`src/verilog/rvv_pkg.sv`:
```
`default_nettype none

package rvv_pkg;

  // instruction format
  localparam int INST_WIDTH   = 32;
  localparam int PC_WIDTH     = 32;
  localparam int OPCODE_WIDTH = 7;
  localparam int FUNCT6_WIDTH = 6;
  localparam int FUNCT3_WIDTH = 3;
  localparam int VREG_WIDTH   = 5;

  localparam logic [OPCODE_WIDTH-1:0] OPCODE_LOAD_FP  = 7'b0000111;
  localparam logic [OPCODE_WIDTH-1:0] OPCODE_STORE_FP = 7'b0100111;
  localparam logic [OPCODE_WIDTH-1:0] OPCODE_OP_V     = 7'b1010111;

  // vtype
  localparam int VSEW_WIDTH  = 3;
  localparam int VLMUL_WIDTH = 3;

  localparam logic [VSEW_WIDTH-1:0]  SEW_8         = 3'b000;
  localparam logic [VSEW_WIDTH-1:0]  SEW_16        = 3'b001;
  localparam logic [VSEW_WIDTH-1:0]  SEW_32        = 3'b010;
  localparam logic [VLMUL_WIDTH-1:0] LMUL_RESERVED = 3'b100;   // others are signed log2 lmul

  // width field of unit-stride loads and stores
  localparam logic [FUNCT3_WIDTH-1:0] WIDTH_E8  = 3'b000;
  localparam logic [FUNCT3_WIDTH-1:0] WIDTH_E16 = 3'b101;
  localparam logic [FUNCT3_WIDTH-1:0] WIDTH_E32 = 3'b110;

  typedef enum logic [1:0] {
    EEW8  = 2'd0,
    EEW16 = 2'd1,
    EEW32 = 2'd2
  } eew_e;

  localparam int UOP_INDEX_WIDTH = 3;   // up to 8 registers per group

endpackage

`default_nettype wire

```
`src/verilog/rvv_uop_pkg.sv`:
```
`default_nettype none

package rvv_uop_pkg;

  // which decoder produced the uop
  localparam logic UNIT_LSU = 1'b0;
  localparam logic UNIT_ALU = 1'b1;

  typedef struct packed {
    logic [rvv_pkg::PC_WIDTH-1:0]        pc;
    logic                                unit;
    logic [rvv_pkg::FUNCT6_WIDTH-1:0]    funct6;
    logic [rvv_pkg::FUNCT3_WIDTH-1:0]    funct3;
    logic                                vm;
    logic [rvv_pkg::VREG_WIDTH-1:0]      vd;       // offset by index
    logic [rvv_pkg::VREG_WIDTH-1:0]      vs2;
    logic [rvv_pkg::VREG_WIDTH-1:0]      vs1;
    rvv_pkg::eew_e                       eew;
    logic [rvv_pkg::UOP_INDEX_WIDTH-1:0] index;
    logic                                last;     // final uop of the group
  } uop_t;

endpackage

`default_nettype wire

```
`src/verilog/rvv_inst_dispatch.sv`:
```
`timescale 1ns/1ps
`default_nettype none

module rvv_inst_dispatch (
  input  logic                            clk,
  input  logic                            reset,
  input  logic                            inst_valid,
  input  logic [rvv_pkg::INST_WIDTH-1:0]  inst,
  input  logic [rvv_pkg::PC_WIDTH-1:0]    inst_pc,
  input  logic                            vill,
  input  logic [rvv_pkg::VSEW_WIDTH-1:0]  vsew,
  input  logic [rvv_pkg::VLMUL_WIDTH-1:0] vlmul,
  input  logic                            lsu_busy,
  input  logic                            alu_busy,
  output logic                            inst_busy,
  output logic                            dispatch_illegal,
  output logic                            lsu_start,
  output logic                            alu_start,
  output logic [rvv_pkg::INST_WIDTH-1:0]  out_inst,
  output logic [rvv_pkg::PC_WIDTH-1:0]    out_pc,
  output logic                            out_vill,
  output logic [rvv_pkg::VSEW_WIDTH-1:0]  out_vsew,
  output logic [rvv_pkg::VLMUL_WIDTH-1:0] out_vlmul
);
  import rvv_pkg::*;

  logic [OPCODE_WIDTH-1:0] opcode;
  logic                    op_lsu;
  logic                    op_alu;
  logic                    take;
  logic                    to_alu;    // target of the held instruction

  assign opcode = inst[6:0];
  assign op_lsu = (opcode == OPCODE_LOAD_FP) || (opcode == OPCODE_STORE_FP);
  assign op_alu = opcode == OPCODE_OP_V;
  assign take   = inst_valid && !inst_busy;

  // release once the target decoder is idle
  assign lsu_start = inst_busy && !to_alu && !lsu_busy;
  assign alu_start = inst_busy && to_alu && !alu_busy;

  always_ff @(posedge clk) begin
    if (reset) begin
      inst_busy        <= 1'b0;
      dispatch_illegal <= 1'b0;
      to_alu           <= 1'b0;
    end else begin
      dispatch_illegal <= take && !op_lsu && !op_alu;   // unknown opcode, dropped
      if (take) begin
        inst_busy <= op_lsu || op_alu;
        to_alu    <= op_alu;
      end else if (lsu_start || alu_start) begin
        inst_busy <= 1'b0;
      end
    end
  end

  always_ff @(posedge clk) begin
    if (take) begin
      out_inst  <= inst;
      out_pc    <= inst_pc;
      out_vill  <= vill;
      out_vsew  <= vsew;
      out_vlmul <= vlmul;
    end
  end

endmodule

`default_nettype wire

```
`src/verilog/rvv_decode_unit_lsu.sv`:
```
`timescale 1ns/1ps
`default_nettype none

module rvv_decode_unit_lsu (
  input  logic                            clk,
  input  logic                            reset,
  input  logic                            start,
  input  logic [rvv_pkg::INST_WIDTH-1:0]  inst,
  input  logic [rvv_pkg::PC_WIDTH-1:0]    pc,
  input  logic                            vill,
  input  logic [rvv_pkg::VSEW_WIDTH-1:0]  vsew,
  input  logic [rvv_pkg::VLMUL_WIDTH-1:0] vlmul,
  input  logic                            grant,
  output logic                            busy,
  output logic                            illegal,
  output logic                            req,
  output rvv_uop_pkg::uop_t               req_uop
);
  import rvv_pkg::*;
  import rvv_uop_pkg::*;

  logic [FUNCT3_WIDTH-1:0]    width;       // encoding[14:12]
  logic signed [3:0]          lmul_log;
  logic signed [3:0]          sew_log;
  logic signed [3:0]          eew_log;
  logic signed [3:0]          emul_log;
  logic                       width_ok;
  logic                       sew_ok;
  logic                       legal;
  logic [1:0]                 count_log;
  logic [UOP_INDEX_WIDTH-1:0] last_idx;

  logic [INST_WIDTH-1:0]      inst_q;
  logic [PC_WIDTH-1:0]        pc_q;
  eew_e                       eew_q;
  logic [UOP_INDEX_WIDTH-1:0] last_idx_q;
  logic [UOP_INDEX_WIDTH-1:0] index;

  assign width = inst[14:12];

  always_comb begin
    width_ok = 1'b1;
    eew_log  = 4'sd0;
    case (width)
      WIDTH_E8:  eew_log = 4'sd0;
      WIDTH_E16: eew_log = 4'sd1;
      WIDTH_E32: eew_log = 4'sd2;
      default:   width_ok = 1'b0;
    endcase
  end

  assign sew_ok   = (vsew == SEW_8) || (vsew == SEW_16) || (vsew == SEW_32);
  assign sew_log  = {2'b00, vsew[1:0]};
  assign lmul_log = {vlmul[2], vlmul};   // vlmul is log2 lmul in two's complement
  assign emul_log = lmul_log + eew_log - sew_log;

  assign legal = !vill && width_ok && sew_ok && (vlmul != LMUL_RESERVED) &&
                 (emul_log >= -4'sd3) && (emul_log <= 4'sd3);

  // fractional emul still takes one register
  assign count_log = emul_log[3] ? 2'd0 : emul_log[1:0];
  assign last_idx  = UOP_INDEX_WIDTH'((4'd1 << count_log) - 4'd1);

  always_ff @(posedge clk) begin
    if (reset) begin
      busy    <= 1'b0;
      illegal <= 1'b0;
      index   <= '0;
    end else begin
      illegal <= start && !legal;
      if (start) begin
        busy  <= legal;
        index <= '0;
      end else if (grant) begin
        index <= index + 1'b1;
        if (index == last_idx_q) begin
          busy <= 1'b0;
        end
      end
    end
  end

  always_ff @(posedge clk) begin
    if (start) begin
      inst_q     <= inst;
      pc_q       <= pc;
      eew_q      <= eew_e'(eew_log[1:0]);
      last_idx_q <= last_idx;
    end
  end

  assign req = busy;

  always_comb begin
    req_uop.pc     = pc_q;
    req_uop.unit   = UNIT_LSU;
    req_uop.funct6 = inst_q[31:26];
    req_uop.funct3 = inst_q[14:12];
    req_uop.vm     = inst_q[25];
    req_uop.vd     = inst_q[11:7] + VREG_WIDTH'(index);   // wraps past v31
    req_uop.vs2    = inst_q[24:20];
    req_uop.vs1    = inst_q[19:15];
    req_uop.eew    = eew_q;
    req_uop.index  = index;
    req_uop.last   = index == last_idx_q;
  end

  a_no_start_busy: assert property (@(posedge clk) disable iff (reset) start |-> !busy)
    else $error("lsu decoder started while busy");

endmodule

`default_nettype wire

```
`src/verilog/rvv_decode_unit_alu.sv`:
```
`timescale 1ns/1ps
`default_nettype none

module rvv_decode_unit_alu (
  input  logic                            clk,
  input  logic                            reset,
  input  logic                            start,
  input  logic [rvv_pkg::INST_WIDTH-1:0]  inst,
  input  logic [rvv_pkg::PC_WIDTH-1:0]    pc,
  input  logic                            vill,
  input  logic [rvv_pkg::VSEW_WIDTH-1:0]  vsew,
  input  logic [rvv_pkg::VLMUL_WIDTH-1:0] vlmul,
  input  logic                            grant,
  output logic                            busy,
  output logic                            illegal,
  output logic                            req,
  output rvv_uop_pkg::uop_t               req_uop
);
  import rvv_pkg::*;
  import rvv_uop_pkg::*;

  logic                       sew_ok;
  logic                       legal;
  logic [1:0]                 count_log;
  logic [UOP_INDEX_WIDTH-1:0] last_idx;

  logic [INST_WIDTH-1:0]      inst_q;
  logic [PC_WIDTH-1:0]        pc_q;
  eew_e                       eew_q;
  logic [UOP_INDEX_WIDTH-1:0] last_idx_q;
  logic [UOP_INDEX_WIDTH-1:0] index;

  assign sew_ok = (vsew == SEW_8) || (vsew == SEW_16) || (vsew == SEW_32);
  assign legal  = !vill && sew_ok && (vlmul != LMUL_RESERVED);

  // negative vlmul is fractional, one register
  assign count_log = vlmul[2] ? 2'd0 : vlmul[1:0];
  assign last_idx  = UOP_INDEX_WIDTH'((4'd1 << count_log) - 4'd1);

  always_ff @(posedge clk) begin
    if (reset) begin
      busy    <= 1'b0;
      illegal <= 1'b0;
      index   <= '0;
    end else begin
      illegal <= start && !legal;
      if (start) begin
        busy  <= legal;
        index <= '0;
      end else if (grant) begin
        index <= index + 1'b1;
        if (index == last_idx_q) begin
          busy <= 1'b0;
        end
      end
    end
  end

  always_ff @(posedge clk) begin
    if (start) begin
      inst_q     <= inst;
      pc_q       <= pc;
      eew_q      <= eew_e'(vsew[1:0]);   // eew follows sew
      last_idx_q <= last_idx;
    end
  end

  assign req = busy;

  always_comb begin
    req_uop.pc     = pc_q;
    req_uop.unit   = UNIT_ALU;
    req_uop.funct6 = inst_q[31:26];
    req_uop.funct3 = inst_q[14:12];
    req_uop.vm     = inst_q[25];
    req_uop.vd     = inst_q[11:7] + VREG_WIDTH'(index);
    req_uop.vs2    = inst_q[24:20];
    req_uop.vs1    = inst_q[19:15];
    req_uop.eew    = eew_q;
    req_uop.index  = index;
    req_uop.last   = index == last_idx_q;
  end

  a_no_start_busy: assert property (@(posedge clk) disable iff (reset) start |-> !busy)
    else $error("alu decoder started while busy");

endmodule

`default_nettype wire

```
`src/verilog/rvv_uop_arbiter.sv`:
```
`timescale 1ns/1ps
`default_nettype none

module rvv_uop_arbiter (
  input  logic              clk,
  input  logic              reset,
  input  logic              lsu_req,
  input  rvv_uop_pkg::uop_t lsu_uop,
  input  logic              alu_req,
  input  rvv_uop_pkg::uop_t alu_uop,
  input  logic              full,
  output logic              lsu_grant,
  output logic              alu_grant,
  output logic              push,
  output rvv_uop_pkg::uop_t push_uop
);

  logic last_alu;   // alu won the previous contested slot

  // lsu has priority right after reset
  assign lsu_grant = !full && lsu_req && (!alu_req || last_alu);
  assign alu_grant = !full && alu_req && (!lsu_req || !last_alu);

  assign push     = lsu_grant || alu_grant;
  assign push_uop = alu_grant ? alu_uop : lsu_uop;

  always_ff @(posedge clk) begin
    if (reset) begin
      last_alu <= 1'b1;
    end else if (push) begin
      last_alu <= alu_grant;
    end
  end

  a_lsu_req_held: assert property (@(posedge clk) disable iff (reset)
                                   lsu_req && !lsu_grant |=> lsu_req)
    else $error("lsu request dropped before grant");

  a_alu_req_held: assert property (@(posedge clk) disable iff (reset)
                                   alu_req && !alu_grant |=> alu_req)
    else $error("alu request dropped before grant");

endmodule

`default_nettype wire

```
`src/verilog/rvv_uop_queue.sv`:
```
`timescale 1ns/1ps
`default_nettype none

module rvv_uop_queue #(
  parameter int QUEUE_DEPTH = 8
) (
  input  logic              clk,
  input  logic              reset,
  input  logic              push,
  input  rvv_uop_pkg::uop_t push_uop,
  input  logic              pop,
  output logic              full,
  output logic              head_valid,
  output rvv_uop_pkg::uop_t head_uop
);
  import rvv_uop_pkg::*;

  localparam int PTR_WIDTH = $clog2(QUEUE_DEPTH);

  uop_t                 mem [QUEUE_DEPTH];
  logic [PTR_WIDTH-1:0] wr_ptr;
  logic [PTR_WIDTH-1:0] rd_ptr;
  logic [PTR_WIDTH:0]   count;
  logic                 pop_en;

  assign full       = count == (PTR_WIDTH+1)'(QUEUE_DEPTH);
  assign head_valid = count != '0;
  assign head_uop   = mem[rd_ptr];
  assign pop_en     = pop && head_valid;   // pop on empty is ignored

  always_ff @(posedge clk) begin
    if (reset) begin
      wr_ptr <= '0;
      rd_ptr <= '0;
      count  <= '0;
    end else begin
      if (push) begin
        wr_ptr <= wr_ptr + 1'b1;   // depth is a power of two
      end
      if (pop_en) begin
        rd_ptr <= rd_ptr + 1'b1;
      end
      case ({push, pop_en})
        2'b10:   count <= count + 1'b1;
        2'b01:   count <= count - 1'b1;
        default: count <= count;
      endcase
    end
  end

  always_ff @(posedge clk) begin
    if (push) begin
      mem[wr_ptr] <= push_uop;
    end
  end

  a_no_overflow: assert property (@(posedge clk) disable iff (reset) push |-> !full)
    else $error("push into full uop queue");

endmodule

`default_nettype wire

```
`src/verilog/rvv_decode_top.sv`:
```
`timescale 1ns/1ps
`default_nettype none

module rvv_decode_top #(
  parameter int QUEUE_DEPTH = 8
) (
  input  logic                                clk,
  input  logic                                reset,
  input  logic                                inst_valid,
  input  logic [rvv_pkg::INST_WIDTH-1:0]      inst,
  input  logic [rvv_pkg::PC_WIDTH-1:0]        inst_pc,
  input  logic                                vill,
  input  logic [rvv_pkg::VSEW_WIDTH-1:0]      vsew,
  input  logic [rvv_pkg::VLMUL_WIDTH-1:0]     vlmul,
  input  logic                                uop_pop,
  output logic                                inst_busy,
  output logic                                dispatch_illegal,
  output logic                                lsu_illegal,
  output logic                                alu_illegal,
  output logic                                uop_valid,
  output logic [rvv_pkg::PC_WIDTH-1:0]        uop_pc,
  output logic                                uop_unit,
  output logic [rvv_pkg::FUNCT6_WIDTH-1:0]    uop_funct6,
  output logic [rvv_pkg::FUNCT3_WIDTH-1:0]    uop_funct3,
  output logic                                uop_vm,
  output logic [rvv_pkg::VREG_WIDTH-1:0]      uop_vd,
  output logic [rvv_pkg::VREG_WIDTH-1:0]      uop_vs2,
  output logic [rvv_pkg::VREG_WIDTH-1:0]      uop_vs1,
  output rvv_pkg::eew_e                       uop_eew,
  output logic [rvv_pkg::UOP_INDEX_WIDTH-1:0] uop_index,
  output logic                                uop_last
);
  import rvv_pkg::*;
  import rvv_uop_pkg::*;

  // dispatch to decoders
  logic                   lsu_start;
  logic                   alu_start;
  logic                   lsu_busy;
  logic                   alu_busy;
  logic [INST_WIDTH-1:0]  disp_inst;
  logic [PC_WIDTH-1:0]    disp_pc;
  logic                   disp_vill;
  logic [VSEW_WIDTH-1:0]  disp_vsew;
  logic [VLMUL_WIDTH-1:0] disp_vlmul;

  // decoders to arbiter to queue
  logic lsu_req;
  logic alu_req;
  logic lsu_grant;
  logic alu_grant;
  logic push;
  logic full;
  uop_t lsu_uop;
  uop_t alu_uop;
  uop_t push_uop;
  uop_t head_uop;

  rvv_inst_dispatch i_dispatch (
    .clk              (clk),
    .reset            (reset),
    .inst_valid       (inst_valid),
    .inst             (inst),
    .inst_pc          (inst_pc),
    .vill             (vill),
    .vsew             (vsew),
    .vlmul            (vlmul),
    .lsu_busy         (lsu_busy),
    .alu_busy         (alu_busy),
    .inst_busy        (inst_busy),
    .dispatch_illegal (dispatch_illegal),
    .lsu_start        (lsu_start),
    .alu_start        (alu_start),
    .out_inst         (disp_inst),
    .out_pc           (disp_pc),
    .out_vill         (disp_vill),
    .out_vsew         (disp_vsew),
    .out_vlmul        (disp_vlmul)
  );

  rvv_decode_unit_lsu i_lsu (
    .clk     (clk),
    .reset   (reset),
    .start   (lsu_start),
    .inst    (disp_inst),
    .pc      (disp_pc),
    .vill    (disp_vill),
    .vsew    (disp_vsew),
    .vlmul   (disp_vlmul),
    .grant   (lsu_grant),
    .busy    (lsu_busy),
    .illegal (lsu_illegal),
    .req     (lsu_req),
    .req_uop (lsu_uop)
  );

  rvv_decode_unit_alu i_alu (
    .clk     (clk),
    .reset   (reset),
    .start   (alu_start),
    .inst    (disp_inst),
    .pc      (disp_pc),
    .vill    (disp_vill),
    .vsew    (disp_vsew),
    .vlmul   (disp_vlmul),
    .grant   (alu_grant),
    .busy    (alu_busy),
    .illegal (alu_illegal),
    .req     (alu_req),
    .req_uop (alu_uop)
  );

  rvv_uop_arbiter i_arbiter (
    .clk       (clk),
    .reset     (reset),
    .lsu_req   (lsu_req),
    .lsu_uop   (lsu_uop),
    .alu_req   (alu_req),
    .alu_uop   (alu_uop),
    .full      (full),
    .lsu_grant (lsu_grant),
    .alu_grant (alu_grant),
    .push      (push),
    .push_uop  (push_uop)
  );

  rvv_uop_queue #(
    .QUEUE_DEPTH (QUEUE_DEPTH)
  ) i_queue (
    .clk        (clk),
    .reset      (reset),
    .push       (push),
    .push_uop   (push_uop),
    .pop        (uop_pop),
    .full       (full),
    .head_valid (uop_valid),
    .head_uop   (head_uop)
  );

  // queue head onto loose ports
  assign uop_pc     = head_uop.pc;
  assign uop_unit   = head_uop.unit;
  assign uop_funct6 = head_uop.funct6;
  assign uop_funct3 = head_uop.funct3;
  assign uop_vm     = head_uop.vm;
  assign uop_vd     = head_uop.vd;
  assign uop_vs2    = head_uop.vs2;
  assign uop_vs1    = head_uop.vs1;
  assign uop_eew    = head_uop.eew;
  assign uop_index  = head_uop.index;
  assign uop_last   = head_uop.last;

endmodule

`default_nettype wire

```
`config.mk`:
```
export PLATFORM = sky130hd
export DESIGN_NAME = rvv_decode_top
export DESIGN_NICKNAME = d
export VERILOG_FILES = /design/src/verilog/rvv_pkg.sv /design/src/verilog/rvv_uop_pkg.sv /design/src/verilog/rvv_inst_dispatch.sv /design/src/verilog/rvv_decode_unit_lsu.sv /design/src/verilog/rvv_decode_unit_alu.sv /design/src/verilog/rvv_uop_arbiter.sv /design/src/verilog/rvv_uop_queue.sv /design/src/verilog/rvv_decode_top.sv
export SDC_FILE = /design/constraint.sdc
export NUM_CORES = 1
export LEC_CHECK = 0
export ABC_CLOCK_PERIOD_IN_PS = 15900
export BUFFER_PORTS_ARGS = -buffer_cell sky130_fd_sc_hd__buf_2
export CORE_MARGIN = 2
export CORE_UTILIZATION = 55
export DETAILED_ROUTE_END_ITERATION = 6
export PLACE_DENSITY_LB_ADDON = 0.1
export SLEW_MARGIN = 20
export SYNTH_ARGS = -nofsm -noshare
export SYNTH_HDL_FRONTEND = slang
export SYNTH_SLANG_ARGS = --single-unit
```
`constraint.sdc`:
```
create_clock -name clk -period 15.9 [get_ports clk]
set_input_delay 0.795 -clock clk [delete_from_list [all_inputs] [get_ports clk]]
set_output_delay 0.795 -clock clk [all_outputs]
set_load 0.005 [all_outputs]
```
Yosys cells after proc, flatten, opt, wreduce, memory -nomap -nowiden

Memories as Yosys holds them, arrays and structs flattened. A register that Yosys moved wholly into a read port is not among the register bits.
Cells that the tools add are included.

Register bits: 233
RAM bits: 512
Logic and storage cells: 128
Bits in read-only memories: 0
Bits in latches: 0
Memories kept: 1
Output and inout bits: 69

Reductions and logical operators: 54
Multiply operators: 0
Eq/ne operators: 13
Bitwise operators: 0
Div/mod/pow operators: 0
Add/subtract/negate cells: 12
Shift-type cells: 2
$lt $le $gt $ge: 2
Multiplexer cells: 18

Memories:

| name        | words | width | rd ports | clocked after Yosys merged registers in | wr ports | line                | RTL |
|---|---|---|---|---|---|---|---|
| i_queue.mem | 8     | 64    | 1        | 1                                       | 1        | rvv_uop_queue.sv:20 | `uop_t mem [QUEUE_DEPTH];` |

Operator list:

| cell                | number |
|---|---|
| $mux 64             | 1 |
| $logic_and 1x1->1   | 21 |
| $add 3x1->3 const B | 4 |
| $reduce_bool 2->1   | 6 |
| $logic_not 1->1     | 11 |
| $mux 1              | 11 |
| $add 5x3->5         | 2 |
| $logic_or 1x1->1    | 8 |
| $pmux 4 s2          | 1 |
| $eq 7x3->1 const B  | 1 |
| $eq 7x6->1 const B  | 1 |
| $eq 7x7->1 const B  | 1 |
| $eq 3x3->1          | 2 |
| $eq 3x3->1 const B  | 2 |
| $logic_not 3->1     | 2 |
| $mux 3              | 2 |
| $shl 1x2->3 const A | 2 |
| $sub 3x1->3 const B | 2 |
| $add 3x3->4         | 1 |
| $add 4x1->4 const B | 1 |
| $eq 4x4->1 const B  | 1 |
| $ge 4x3->1 const B  | 1 |
| $le 4x3->1 const B  | 1 |
| $mux 2              | 2 |
| 12 further kinds    | 14 |

Logic depth before layout (Yosys ltp)

Gate-level depths: netlist of the first run.

Depth after elaboration: 10
Depth in mapped cells: 10

Cells and area by module

From an unflattened synthesis of the first run, not the netlist that was laid out.

Cells, all modules: 1268
Area, all modules: 28247.1 um2

By module, submodules not included:

| module              | times used | cells an instance | area each (um2) | seq. area each (um2) |
|---|---|---|---|---|
| rvv_uop_queue       | 1          | 812               | 19850.3         | 15635.0 |
| rvv_decode_unit_lsu | 1          | 154               | 2630.0          | 1961.9 |
| rvv_decode_unit_alu | 1          | 130               | 2421.1          | 1961.9 |
| rvv_inst_dispatch   | 1          | 90                | 2296.0          | 2192.1 |
| rvv_uop_arbiter     | 1          | 82                | 1049.8          | 20.0 |

Worst setup path before layout of the first run

OpenSTA, ideal clock, no wires.

Path type: reg2reg
Start point: reg i_queue.count[0]
End point: mem i_queue.mem[0][0] (netlist name) (enable)
Data required time: 15.335 ns
Cell stages (with the launch flop): 6
Path buffers: 1
Arrival time: 5.426 ns
Slack: 9.909 ns
Cell sequence: dfxtp_1 -> or4b_1 -> buf_4 -> o21ai_2 -> or2_2 -> nor3_1

Word-level cells in the longest chain between the ends: 7
Elaborated cells on any way between the ends: 9
Those cells by class: eq/ne (1); mux (2); reduce/logical (6)

Ends and longest elaborated chain:

| item                                              | line                                         | RTL |
|---|---|---|
| start, declared                                   | rvv_uop_queue.sv:23                          | `logic [PTR_WIDTH:0] count;` |
| start signal, assigned                            | rvv_uop_queue.sv:44                          | `2'b10: count <= count + 1'b1;` |
| start signal, assigned                            | rvv_uop_queue.sv:45                          | `2'b01: count <= count - 1'b1;` |
| start signal, assigned                            | rvv_uop_queue.sv:46                          | `default: count <= count;` |
| $eq 4x4->1 (*)                                    | rvv_uop_queue.sv:26                          | `assign full = count == (PTR_WIDTH+1)'(QUEUE_DEPTH);` |
| $logic_not 1->1 (*)                               | rvv_uop_arbiter.sv:21, rvv_uop_arbiter.sv:22 |  |
| $logic_and 1x1->1 (on tied branches) (2 in a row) | rvv_uop_arbiter.sv:21, rvv_uop_arbiter.sv:22 |  |
| $logic_or 1x1->1 (*)                              | rvv_uop_arbiter.sv:24                        | `assign push = lsu_grant \|\| alu_grant;` |
| $mux 1 (*)                                        | rvv_uop_queue.sv:52                          | `if (push) begin` |
| $mux 1 (implied by the code) (*)                  | rvv_uop_queue.sv:53                          | `mem[wr_ptr] <= push_uop;` |
| end, declared                                     | rvv_uop_queue.sv:20                          |  |

Mark *: on every way between the ends. The rest lies on a longest branch, timed or not.

==> results of run 1 <==
## kinds of logic after synthesis
logic type,count (synthesis),share of synthesized area [%]
buffers and inverters,75,1.49
XOR/XNOR,23,0.733
AND/OR/NAND/NOR,252,3.88
multiplexers,199,13.4
adder cells (fa/ha/maj),22,1.14
AO/OA/AOI/OAI,35,0.888
flip-flops,727,78.5
## cells in the mapped netlist, drive strengths merged, types with 2 or more instances
library cell	number	area (um^2)
xnor2	9	78.8
nand3b	3	22.5
nand4	2	18.8
xor2	14	123
a21oi	13	68.8
nand2b	4	25.0
o211ai	3	22.5
inv	23	91.3
mux4	128	2880
nand3	5	30.0
mux2i	6	60.1
or2	3	18.8
mux2	65	732
ha	17	213
nand2	183	706
o21ai	7	42.5
fa	5	100
a21o	3	22.5
dfxtp	27	541
nor2	32	120
clkbuf	15	56.3
nor2b	3	18.8
buf	37	263
edfxtp	700	21000
and3	3	18.8
nor3	9	45.0
## area by class of cell
type,count,area share [%]
antenna,1,0.00802
clock buffer,90,6.13
clock inverter,44,1.02
inverter,23,0.309
multi-input combinational,531,17.8
sequential,727,69.1
tap,664,2.66
timing repair buffer,164,2.93
## worst register-to-register path: stages (launching register included)
cell	delay, ps
dfxtp_1	400
or4b_1	440
o21ai_2	170
or2_2	410
nor2_4	560
buf_4	880
## flip-flops by register name, indices dropped and copies added, names as in the netlist, 4 cells and up, named ones only
| register | flops |
|---|---|
| i_alu.inst_q | 25 |
| i_dispatch.out_pc | 32 |
| i_dispatch.out_inst | 25 |
| i_lsu.inst_q | 25 |
| i_alu.pc_q | 32 |
| i_lsu.pc_q | 32 |
| i_queue.mem | 512 |
| i_queue.count | 4 |
## power groups by stage
stage	logic, mW	registers [mW]	clock network (mW)
final	0.0320	2.10	1.61
after global routing	0.0357	2.10	1.71
after CTS	0.0326	2.10	1.64
after detailed placement	0.0324	2.14	0
after global placement	0.0313	2.14	0
after floorplan	0.0159	2.13	0
## per-layer routing
layer	vias to the layer above	part of all wire (%)	track usage [%]
met1	6717	44	30.6
li1	5659	-	-
met3	88	5.0	4.03
met2	349	49	35.8
met4	0	2.1	6.01
met5	-	0	0
## per-stage QoR
stage / hold WS (ps) / setup slack [ps] / std cells
after global routing: 329 / 11250 / 2244
after detailed placement: 431 / 12050 / 2107
final: 358 / 11430 / 2244
after global placement: 423 / 12050 / 2107
after CTS: 328 / 11410 / 2241
after floorplan: 421 / 9910 / 1333
## worst max-delay path by stage
stage / startpoint / to / slack, ps
floorplan: i_queue.count[0] / i_queue.mem[0][0] / 9910
global route: register / uop_vd[0] / 11250
global placement: register / uop_vs1[0] / 12050
finish: register / uop_index[2] / 11430
CTS: register / uop_pc[31] / 11410
detailed placement: register / uop_pc[31] / 12050
==> impl_metrics.csv, run 1 <==
group,metric,value,unit
run_status,status,"complete, no violations",
clocking,cts_tree,"yes",
timing,drv_slew,0,
route,drt_iter0_drc,1034,
clocking,clk_pin_slew,60,ps
synth,synth_nets,1430,
worst_setup_path,crit_buf_inv,3,
layout,design_area,31200,um^2
worst_setup_path,critPathTopFamily,"buffers and inverters",
place,dp_hpwl,28.8,mm
worst_setup_path,cp.depth,5,
timing,clock_skew,27.3,ps
layout,drive_gt1_share,30.7,%
clocking,root_buffer,"clkbuf_16",
clocking,cts.sinks,727,
synth,ys.flop_type,"edfxtp_1",
place,dpl-instance-area,28900,um^2
route,drtPass1Iterations,5,
timing,fin_crit,4470,ps
clocking,cts_setup_buffers,0,
hold_path,holdPathStages,1,
synth,postSynthAreaPerCell,20.6,um^2
die,dieHeight,227,um
route,routedWlPerCell,24.2,um
route,drc,0,
synth,synth_cell_types,50,
hold_path,hold_class,"input pin to register",
route,postRouteAntennaNets,0,
worst_setup_path,crit_path_end_kind,"primary output",
worst_setup_path,cp_slowest_cell,"buf_4",
power,switching_share,19.4,%
power,cellPowerDensity,120,nW/um^2
timing,max_freq,224,MHz
layout,n_fill_cell,3375,
route,wirelength,54.3,mm
worst_setup_path,path_max_fanout,58,
layout,final_cell_mix,"edfxtp_1, nand2_1, buf_2",
clocking,cts_max_path_buffers,3,
timing,timing.final.crit_share,28.1,%
worst_setup_path,rr_startpoint,"i_queue.count[1]",
hold_path,min_from,"inst[26]",
clocking,cts_buffers,74,
synth,ys_seq_area_share,78.5,%
worst_setup_path,start_kind,"register",
grt,grt-ovfl-total,0,
hold_path,min_to,"i_dispatch.out_inst[26]",
die,pin_count,144,
worst_setup_path,slowest_delay,740,ps
flow_run,max-cap-violations,0,
worst_setup_path,critPathRequiredTime,15110,ps
synth,synth_cells,1333,
worst_setup_path,path_cells,"buf_4, buf_4, mux4_2, mux2_2, buf_2",
timing,tns,0,ps
route,avgViaCountPerCell,5.71,
power,peakVddDrop,0.0844,mV
grt,grt.total_usage,21.8,%
die,dieWidth,227,um
power,clkPwrFrac,43.0,%
synth,synth_edf_count,700,
worst_setup_path,crit_type,"register to primary output",
grt,antenna_found_initial,1,
clocking,insertion_delay,620,ps
synth,async_flop_share,0,%
worst_setup_path,cp.arrival,3670,ps
timing,setup_viol,0,
layout,nets,1618,
place,gp_congestion,0.751,
timing,rsz0062_at_grt,"false",
layout,fin_util,63.5,%
power,intPower,3.01,mW
die,core-area,49200,um^2
layout,multi_input_area,5550,um^2
power,seqPwrFrac,56.1,%
worst_setup_path,r2r_end,"i_queue.mem[4][32]",
clocking,htreeDepth,3,
power,fin_total_pwr,3.74,mW
place,io_buffer_count,143,
timing,final_hold_viol_count,0,
worst_setup_path,r2r_cells,5,
clocking,cts-hold-fix-buffers,0,
worst_setup_path,cp_common_cell,"buf_4",
die,start_util,55.9,%
layout,layout_commonest_cell,"edfxtp_1",
synth,synth_seq_cells,727,
power,leakage,10.4,nW
clocking,post_cts_resized,0,
layout,syn_to_final_growth,13.6,%
grt,grt_max_degree,72,
grt,grt_pass1_wl,81.2,mm
die,num_rows,81,
timing,tightest_slew,1070,ps
grt,grt_pass1_vias,13100,
worst_setup_path,rrSetupSlack,12610,ps
power,combPwrFrac,0.9,%
power,p_sw,0.724,mW
synth,yosys_warnings,0,
route,vias,12800,
die,die_area,51700,um^2
timing,relSlewSlack,28.4,%
synth,syn_area,27500,um^2
layout,seqCellArea,21600,um^2
Note: power is estimated with default switching activity, not from simulation.
==> inputs of run 2 (changes only) <==
ABC_AREA = 1   (was default)
ABC_CLOCK_PERIOD_IN_PS = 4000   (was 15900)
clock period = 4 ns   (was 15.9 ns; I/O delays follow)
==> impl_metrics.csv, run 2 <==
group,metric,value,unit
run_status,status,"finished, violations left",
run_status,violations,"antenna violations",
synth,synth_cell_types,31,
worst_setup_path,crit_type,"register to primary output",
timing,tightest_slew,1140,ps
synth,synthMuxAreaShare,0.0354,%
layout,syn_to_final_growth,15.7,%
synth,postSynthAreaPerCell,12.6,um^2
grt,grt_use_met1,31.4,%
worst_setup_path,r2r_cells,7,
power,peakVddDrop,0.646,mV
grt,busiest_layer,"met2",
route,drtPass1Iterations,5,
route,routedWlPerCell,18.7,um
synth,synth_top_area_cell,"edfxtp_1",
synth,yosys.area_share.adder,1.11,%
synth,synth_nets,2335,
worst_setup_path,path_cells,"buf_12, nor2_1, nor2_1, o21ai_0, o21ai_0, nand2_1, nand2_1, buf_2",
layout,regMostFlops,"i_queue.mem",
route,avgViaCountPerCell,5.40,
clocking,insertion_delay,610,ps
layout,layout_commonest_cell,"edfxtp_1",
worst_setup_path,cp.arrival,2690,ps
timing,timing.final.crit_share,72.3,%
synth,synth_edf_count,700,
worst_setup_path,crit_buf_inv,2,
clocking,post_cts_resized,0,
worst_setup_path,critPathTopFamily,"buffers and inverters",
clocking,cts_buffers,73,
timing,final_hold_viol_count,0,
place,io_buffer_count,143,
clocking,clk_pin_slew,60,ps
worst_setup_path,start_kind,"register",
worst_setup_path,crit_path_end_kind,"primary output",
power,cellPowerDensity,567,nW/um^2
die,start_util,55.3,%
clocking,root_buffer,"clkbuf_16",
worst_setup_path,rr_startpoint,"i_queue.count[1]",
synth,ys.flop_type,"edfxtp_1",
layout,design_area,32700,um^2
layout,n_fill_cell,3825,
grt,grt.total_usage,22.5,%
synth,synth_cells,2238,
place,gp_congestion,0.790,
layout,nets,2541,
worst_setup_path,slowest_delay,720,ps
synth,yosysTopAreaCellShare,74.4,%
flow_run,max-cap-violations,0,
layout,largest_reg_flops,512,
clocking,cts_tree,"yes",
synth,syn_area,28300,um^2
route,drt_iter0_drc,1454,
clocking,cts_setup_buffers,0,
timing,setup_viol,0,
synth,synth_compound_area_share,7.55,%
die,core-area,51100,um^2
hold_path,hold_class,"input pin to register",
route,vias,17200,
grt,grt-ovfl-total,0,
timing,drv_slew,0,
synth,synth-xor-area-share,0.372,%
grt,grtUsageMet3,3.52,%
synth,yosysMostFrequentCell,"edfxtp_1",
die,dieWidth,231,um
timing,setup_slack,1110,ps
timing,max_freq,346,MHz
power,leakage,11.8,nW
place,pre_cts_ws,1360,ps
synth,synth_area_leaders,"edfxtp_1, nor2_1, nand2_1",
clocking,cts.sinks,727,
die,pin_count,144,
synth,synthSimpleGateAreaFrac,11.9,%
worst_setup_path,cp_slowest_cell,"buf_12",
route,drc,0,
timing,rsz0062_at_grt,"false",
grt,globalRouteMet2Util,36.8,%
place,dp_hpwl,33.1,mm
worst_setup_path,cp.depth,8,
route,postRouteAntennaNets,1,
hold_path,min_from,"uop_pop",
synth,synth_top_family_by_area,"simple AND/OR/NAND/NOR gates",
synth,yosys_warnings,0,
worst_setup_path,critPathRequiredTime,3800,ps
die,dieHeight,231,um
grt,grt_pass1_vias,16600,
route,wirelength,59.6,mm
synth,synth.top_cells.by_count,"edfxtp_1, nor2_1, nand2_1",
clocking,htreeDepth,3,
grt,grt_max_degree,257,
grt,grt_pass1_wl,92.4,mm
die,num_rows,83,
worst_setup_path,path_max_fanout,256,
synth,synth_seq_cells,727,
timing,fin_crit,2890,ps
timing,clock_skew,26.3,ps
layout,drive_gt1_share,11.8,%
grt,antenna_found_initial,1,
synth,ys_seq_area_share,76.3,%
hold_path,holdPathStages,4,
timing,relSlewSlack,24.3,%
die,die_area,53200,um^2
synth,async_flop_share,0,%
place,dpl-instance-area,29700,um^2
clocking,cts-hold-fix-buffers,72,
clocking,cts_max_path_buffers,3,
layout,final_cell_mix,"edfxtp_1, nand2_1, nor2_1",
## run 2: cell count changes after synthesis, moves of 10 or more
cell      delta
nor2_1     +391
o21ai_0    +264
nand2_1    +241
o21ai_1    +131
mux4_2     -128
mux2_2      -65
clkbuf_1    +50
inv_1       +34
buf_2       +20
nand3_1     +19
buf_4       -16
a21oi_1     +10
## run 2: worst register-to-register path: cells and delay by family, from the launching register on
kind,cells,cell delay (ps)
flip-flops,1,370
AND/OR/NAND/NOR,6,1490
buffers and inverters,1,410
## run 2: final cells by class
cell class	instances	area [um^2]	share of cell area [%]
clock buffers	89	1970	6.03
inverters	59	231	0.708
multi-input cells	1339	5980	18.3
well taps	680	851	2.60
repair buffers	244	1800	5.52
flip-flops and latches	727	21600	66.0
clock inverters	40	277	0.846
diodes	5	12.5	0.0383
## run 2: logic make-up (layout without fill, tap and decap cells)
family / after synthesis / after routing
AOI/OAI and AO/OA: 425 / 425
xor gates and xnor gates: 12 / 12
adders and majority gates: 22 / 22
buffers and inverters: 172 / 432
DFF: 727 / 727
muxes: 1 / 1
other: 0 / 5
and+or+nand+nor: 879 / 879
## run 2: through the flow
stage               std cells  power [mW]  util, %  TNS, ps  hold slack (ps)
floorplan                2238        11.0        -   -27360              299
finish                   3183        18.6     64.0        0             52.2
global route             3178        19.5     64.0        0              133
global placement         2977        12.1     58.2        0              376
detailed placement       2977        12.2     58.2        0              378
CTS                      3178        18.7     64.0        0             28.2
## run 2: routing by layer
layer	vias up	part of all wire [%]
li1	8241	-
met1	8431	44
met2	443	48
met3	85	5.6
met4	0	2.1
met5	-	0
## run 2: final timing paths
kind | endpoint | slack [ps]
setup / recovery | uop_pc[20] | 1110
hold reg to reg | i_lsu.inst_q[24] | 440
hold / removal | register | 50
setup reg to reg | i_queue.mem[6][40] | 1410
## run 2: report_power, final
| part | leakage, nW | switching [mW] | internal, mW |
|---|---|---|---|
| logic | 4.11 | 2.39 | 1.25 |
| clock network | 1.11 | 2.75 | 3.69 |
| registers | 6.54 | 0.128 | 8.35 |
==> inputs of run 3 (changes only) <==
ABC_CLOCK_PERIOD_IN_PS = 2400   (was 4000)
clock period = 2.4 ns   (was 4 ns; I/O delays follow)
==> impl_metrics.csv, run 3 (synthesis results as in run 2) <==
group,metric,value,unit
layout,largest_reg_flops,512,
worst_setup_path,slowest_delay,360,ps
grt,grt_pass1_wl,97.7,mm
die,dieWidth,231,um
timing,relSlewSlack,38.9,%
timing,max_freq,432,MHz
clocking,cts_max_path_buffers,3,
layout,fin_util,65.2,%
grt,grtUsageMet3,3.71,%
grt,antenna_found_initial,0,
timing,tns,0,ps
place,io_buffer_count,143,
power,peakVddDrop,0.772,mV
route,drt_iter0_drc,1452,
worst_setup_path,path_max_fanout,61,
route,routedWlPerCell,20.0,um
place,dp_hpwl,34.4,mm
worst_setup_path,path_cells,"buf_12, inv_16, buf_4, o21ai_1, o21ai_1, nand2_1, nand2_1, buf_2",
grt,busiest_layer,"met2",
layout,nets,2573,
hold_path,hold_class,"input pin to register",
clocking,cts.sinks,727,
layout,layout_commonest_cell,"edfxtp_1",
route,drc,0,
timing,final_hold_viol_count,0,
layout,n_antenna_cell,0,
clocking,htreeDepth,3,
layout,drive_gt1_share,12.9,%
timing,fin_crit,2310,ps
worst_setup_path,cp_slowest_cell,"dfxtp_4",
layout,finalNonFillerCells,3210,
place,pre_cts_ws,57.6,ps
timing,clock_skew,17.1,ps
die,pin_count,144,
worst_setup_path,crit_type,"register to primary output",
timing,setup_viol,0,
worst_setup_path,r2r_end,"i_lsu.busy",
grt,grt_pass1_vias,17200,
power,cellPowerDensity,945,nW/um^2
worst_setup_path,crit_path_end_kind,"primary output",
die,num_rows,83,
timing,drv_slew,0,
place,dpl-instance-area,30100,um^2
place,gp_congestion,0.827,
layout,final_cell_mix,"edfxtp_1, nand2_1, nor2_1",
worst_setup_path,start_kind,"register",
worst_setup_path,crit_end,"uop_unit",
clocking,cts_tree,"yes",
grt,globalRouteMet2Util,40.4,%
clocking,cts_buffers,72,
layout,n_fill_cell,3797,
die,start_util,55.3,%
power,fin_total_pwr,31.5,mW
layout,multi_input_area,6010,um^2
layout,seqCellArea,21600,um^2
worst_setup_path,cp.arrival,2190,ps
route,postRouteAntennaNets,0,
timing,holdWs,202,ps
route,avgViaCountPerCell,5.47,
worst_setup_path,r2r_cells,14,
route,drtPass1Iterations,5,
timing,timing.final.crit_share,96.4,%
clocking,insertion_delay,600,ps
timing,rsz0062_at_grt,"true",
die,die_area,53200,um^2
die,core-area,51100,um^2
power,leakage,12.0,nW
run_status,status,"complete, no violations",
grt,grt.total_usage,24.1,%
layout,syn_to_final_growth,17.9,%
grt,grt_use_met1,33.3,%
route,vias,17500,
layout,design_area,33300,um^2
timing,tightest_slew,907,ps
route,wirelength,64.3,mm
flow_run,max-cap-violations,0,
clocking,clk_pin_slew,60,ps
place,place_inst,2998,
clocking,root_buffer,"clkbuf_16",
layout,regMostFlops,"i_queue.mem",
worst_setup_path,rrSetupSlack,130,ps
worst_setup_path,critPathRequiredTime,2280,ps
timing,setup_slack,85.7,ps
die,dieHeight,231,um
grt,grt_max_degree,116,
grt,grt-ovfl-total,0,
worst_setup_path,rr_startpoint,"i_dispatch.out_inst[13]",
run 3: worst min path at each step:
stage / to / slack (ps) / from / cells past startpoint
after floorplan: i_dispatch.out_inst[10] / 220 / inst[10] / 0
after global placement: i_dispatch.out_inst[25] / 300 / inst[25] / 1
after detailed placement: i_dispatch.out_inst[19] / 300 / inst[19] / 1
after CTS: i_dispatch.to_alu / 190 / inst_valid / 5
after global routing: i_dispatch.out_inst[27] / 210 / inst[27] / 2
final: i_dispatch.out_inst[13] / 200 / inst_valid / 4
run 3: critical path, delay by kind of cell, from the launching register on:
kind	cells	cell delay (ps)
DFF	1	360
AOI/OAI and AO/OA	2	180
and+or+nand+nor	2	260
buffers and inverters	4	740
run 3: metal layers:
layer	vias to the layer above	wire length, um
met5	-	0
met1	8673	27800
li1	8308	-
met4	0	840
met2	496	32000
met3	68	3650
run 3: layout make-up:
type	instances	area share [%]
timing repair buffer	277	7.22
sequential	727	64.8
tap	680	2.55
multi-input combinational	1339	18.0
clock inverter	32	0.624
clock buffer	96	6.06
inverter	59	0.729
run 3: power breakdown:
| group | internal [mW] | switching [mW] |
|---|---|---|
| Clock | 6.12 | 4.52 |
| Sequential | 13.9 | 0.162 |
| Combinational | 2.51 | 4.26 |
| Total | 22.5 | 8.94 |
run 3: repair_timing:
item	CTS	global route
buffers inserted	0	6
endpoints found under the hold margin	80	0
gates cloned	1	4
endpoints found under the setup margin	36	52
resized for setup	5	12
hold buffers	73	0
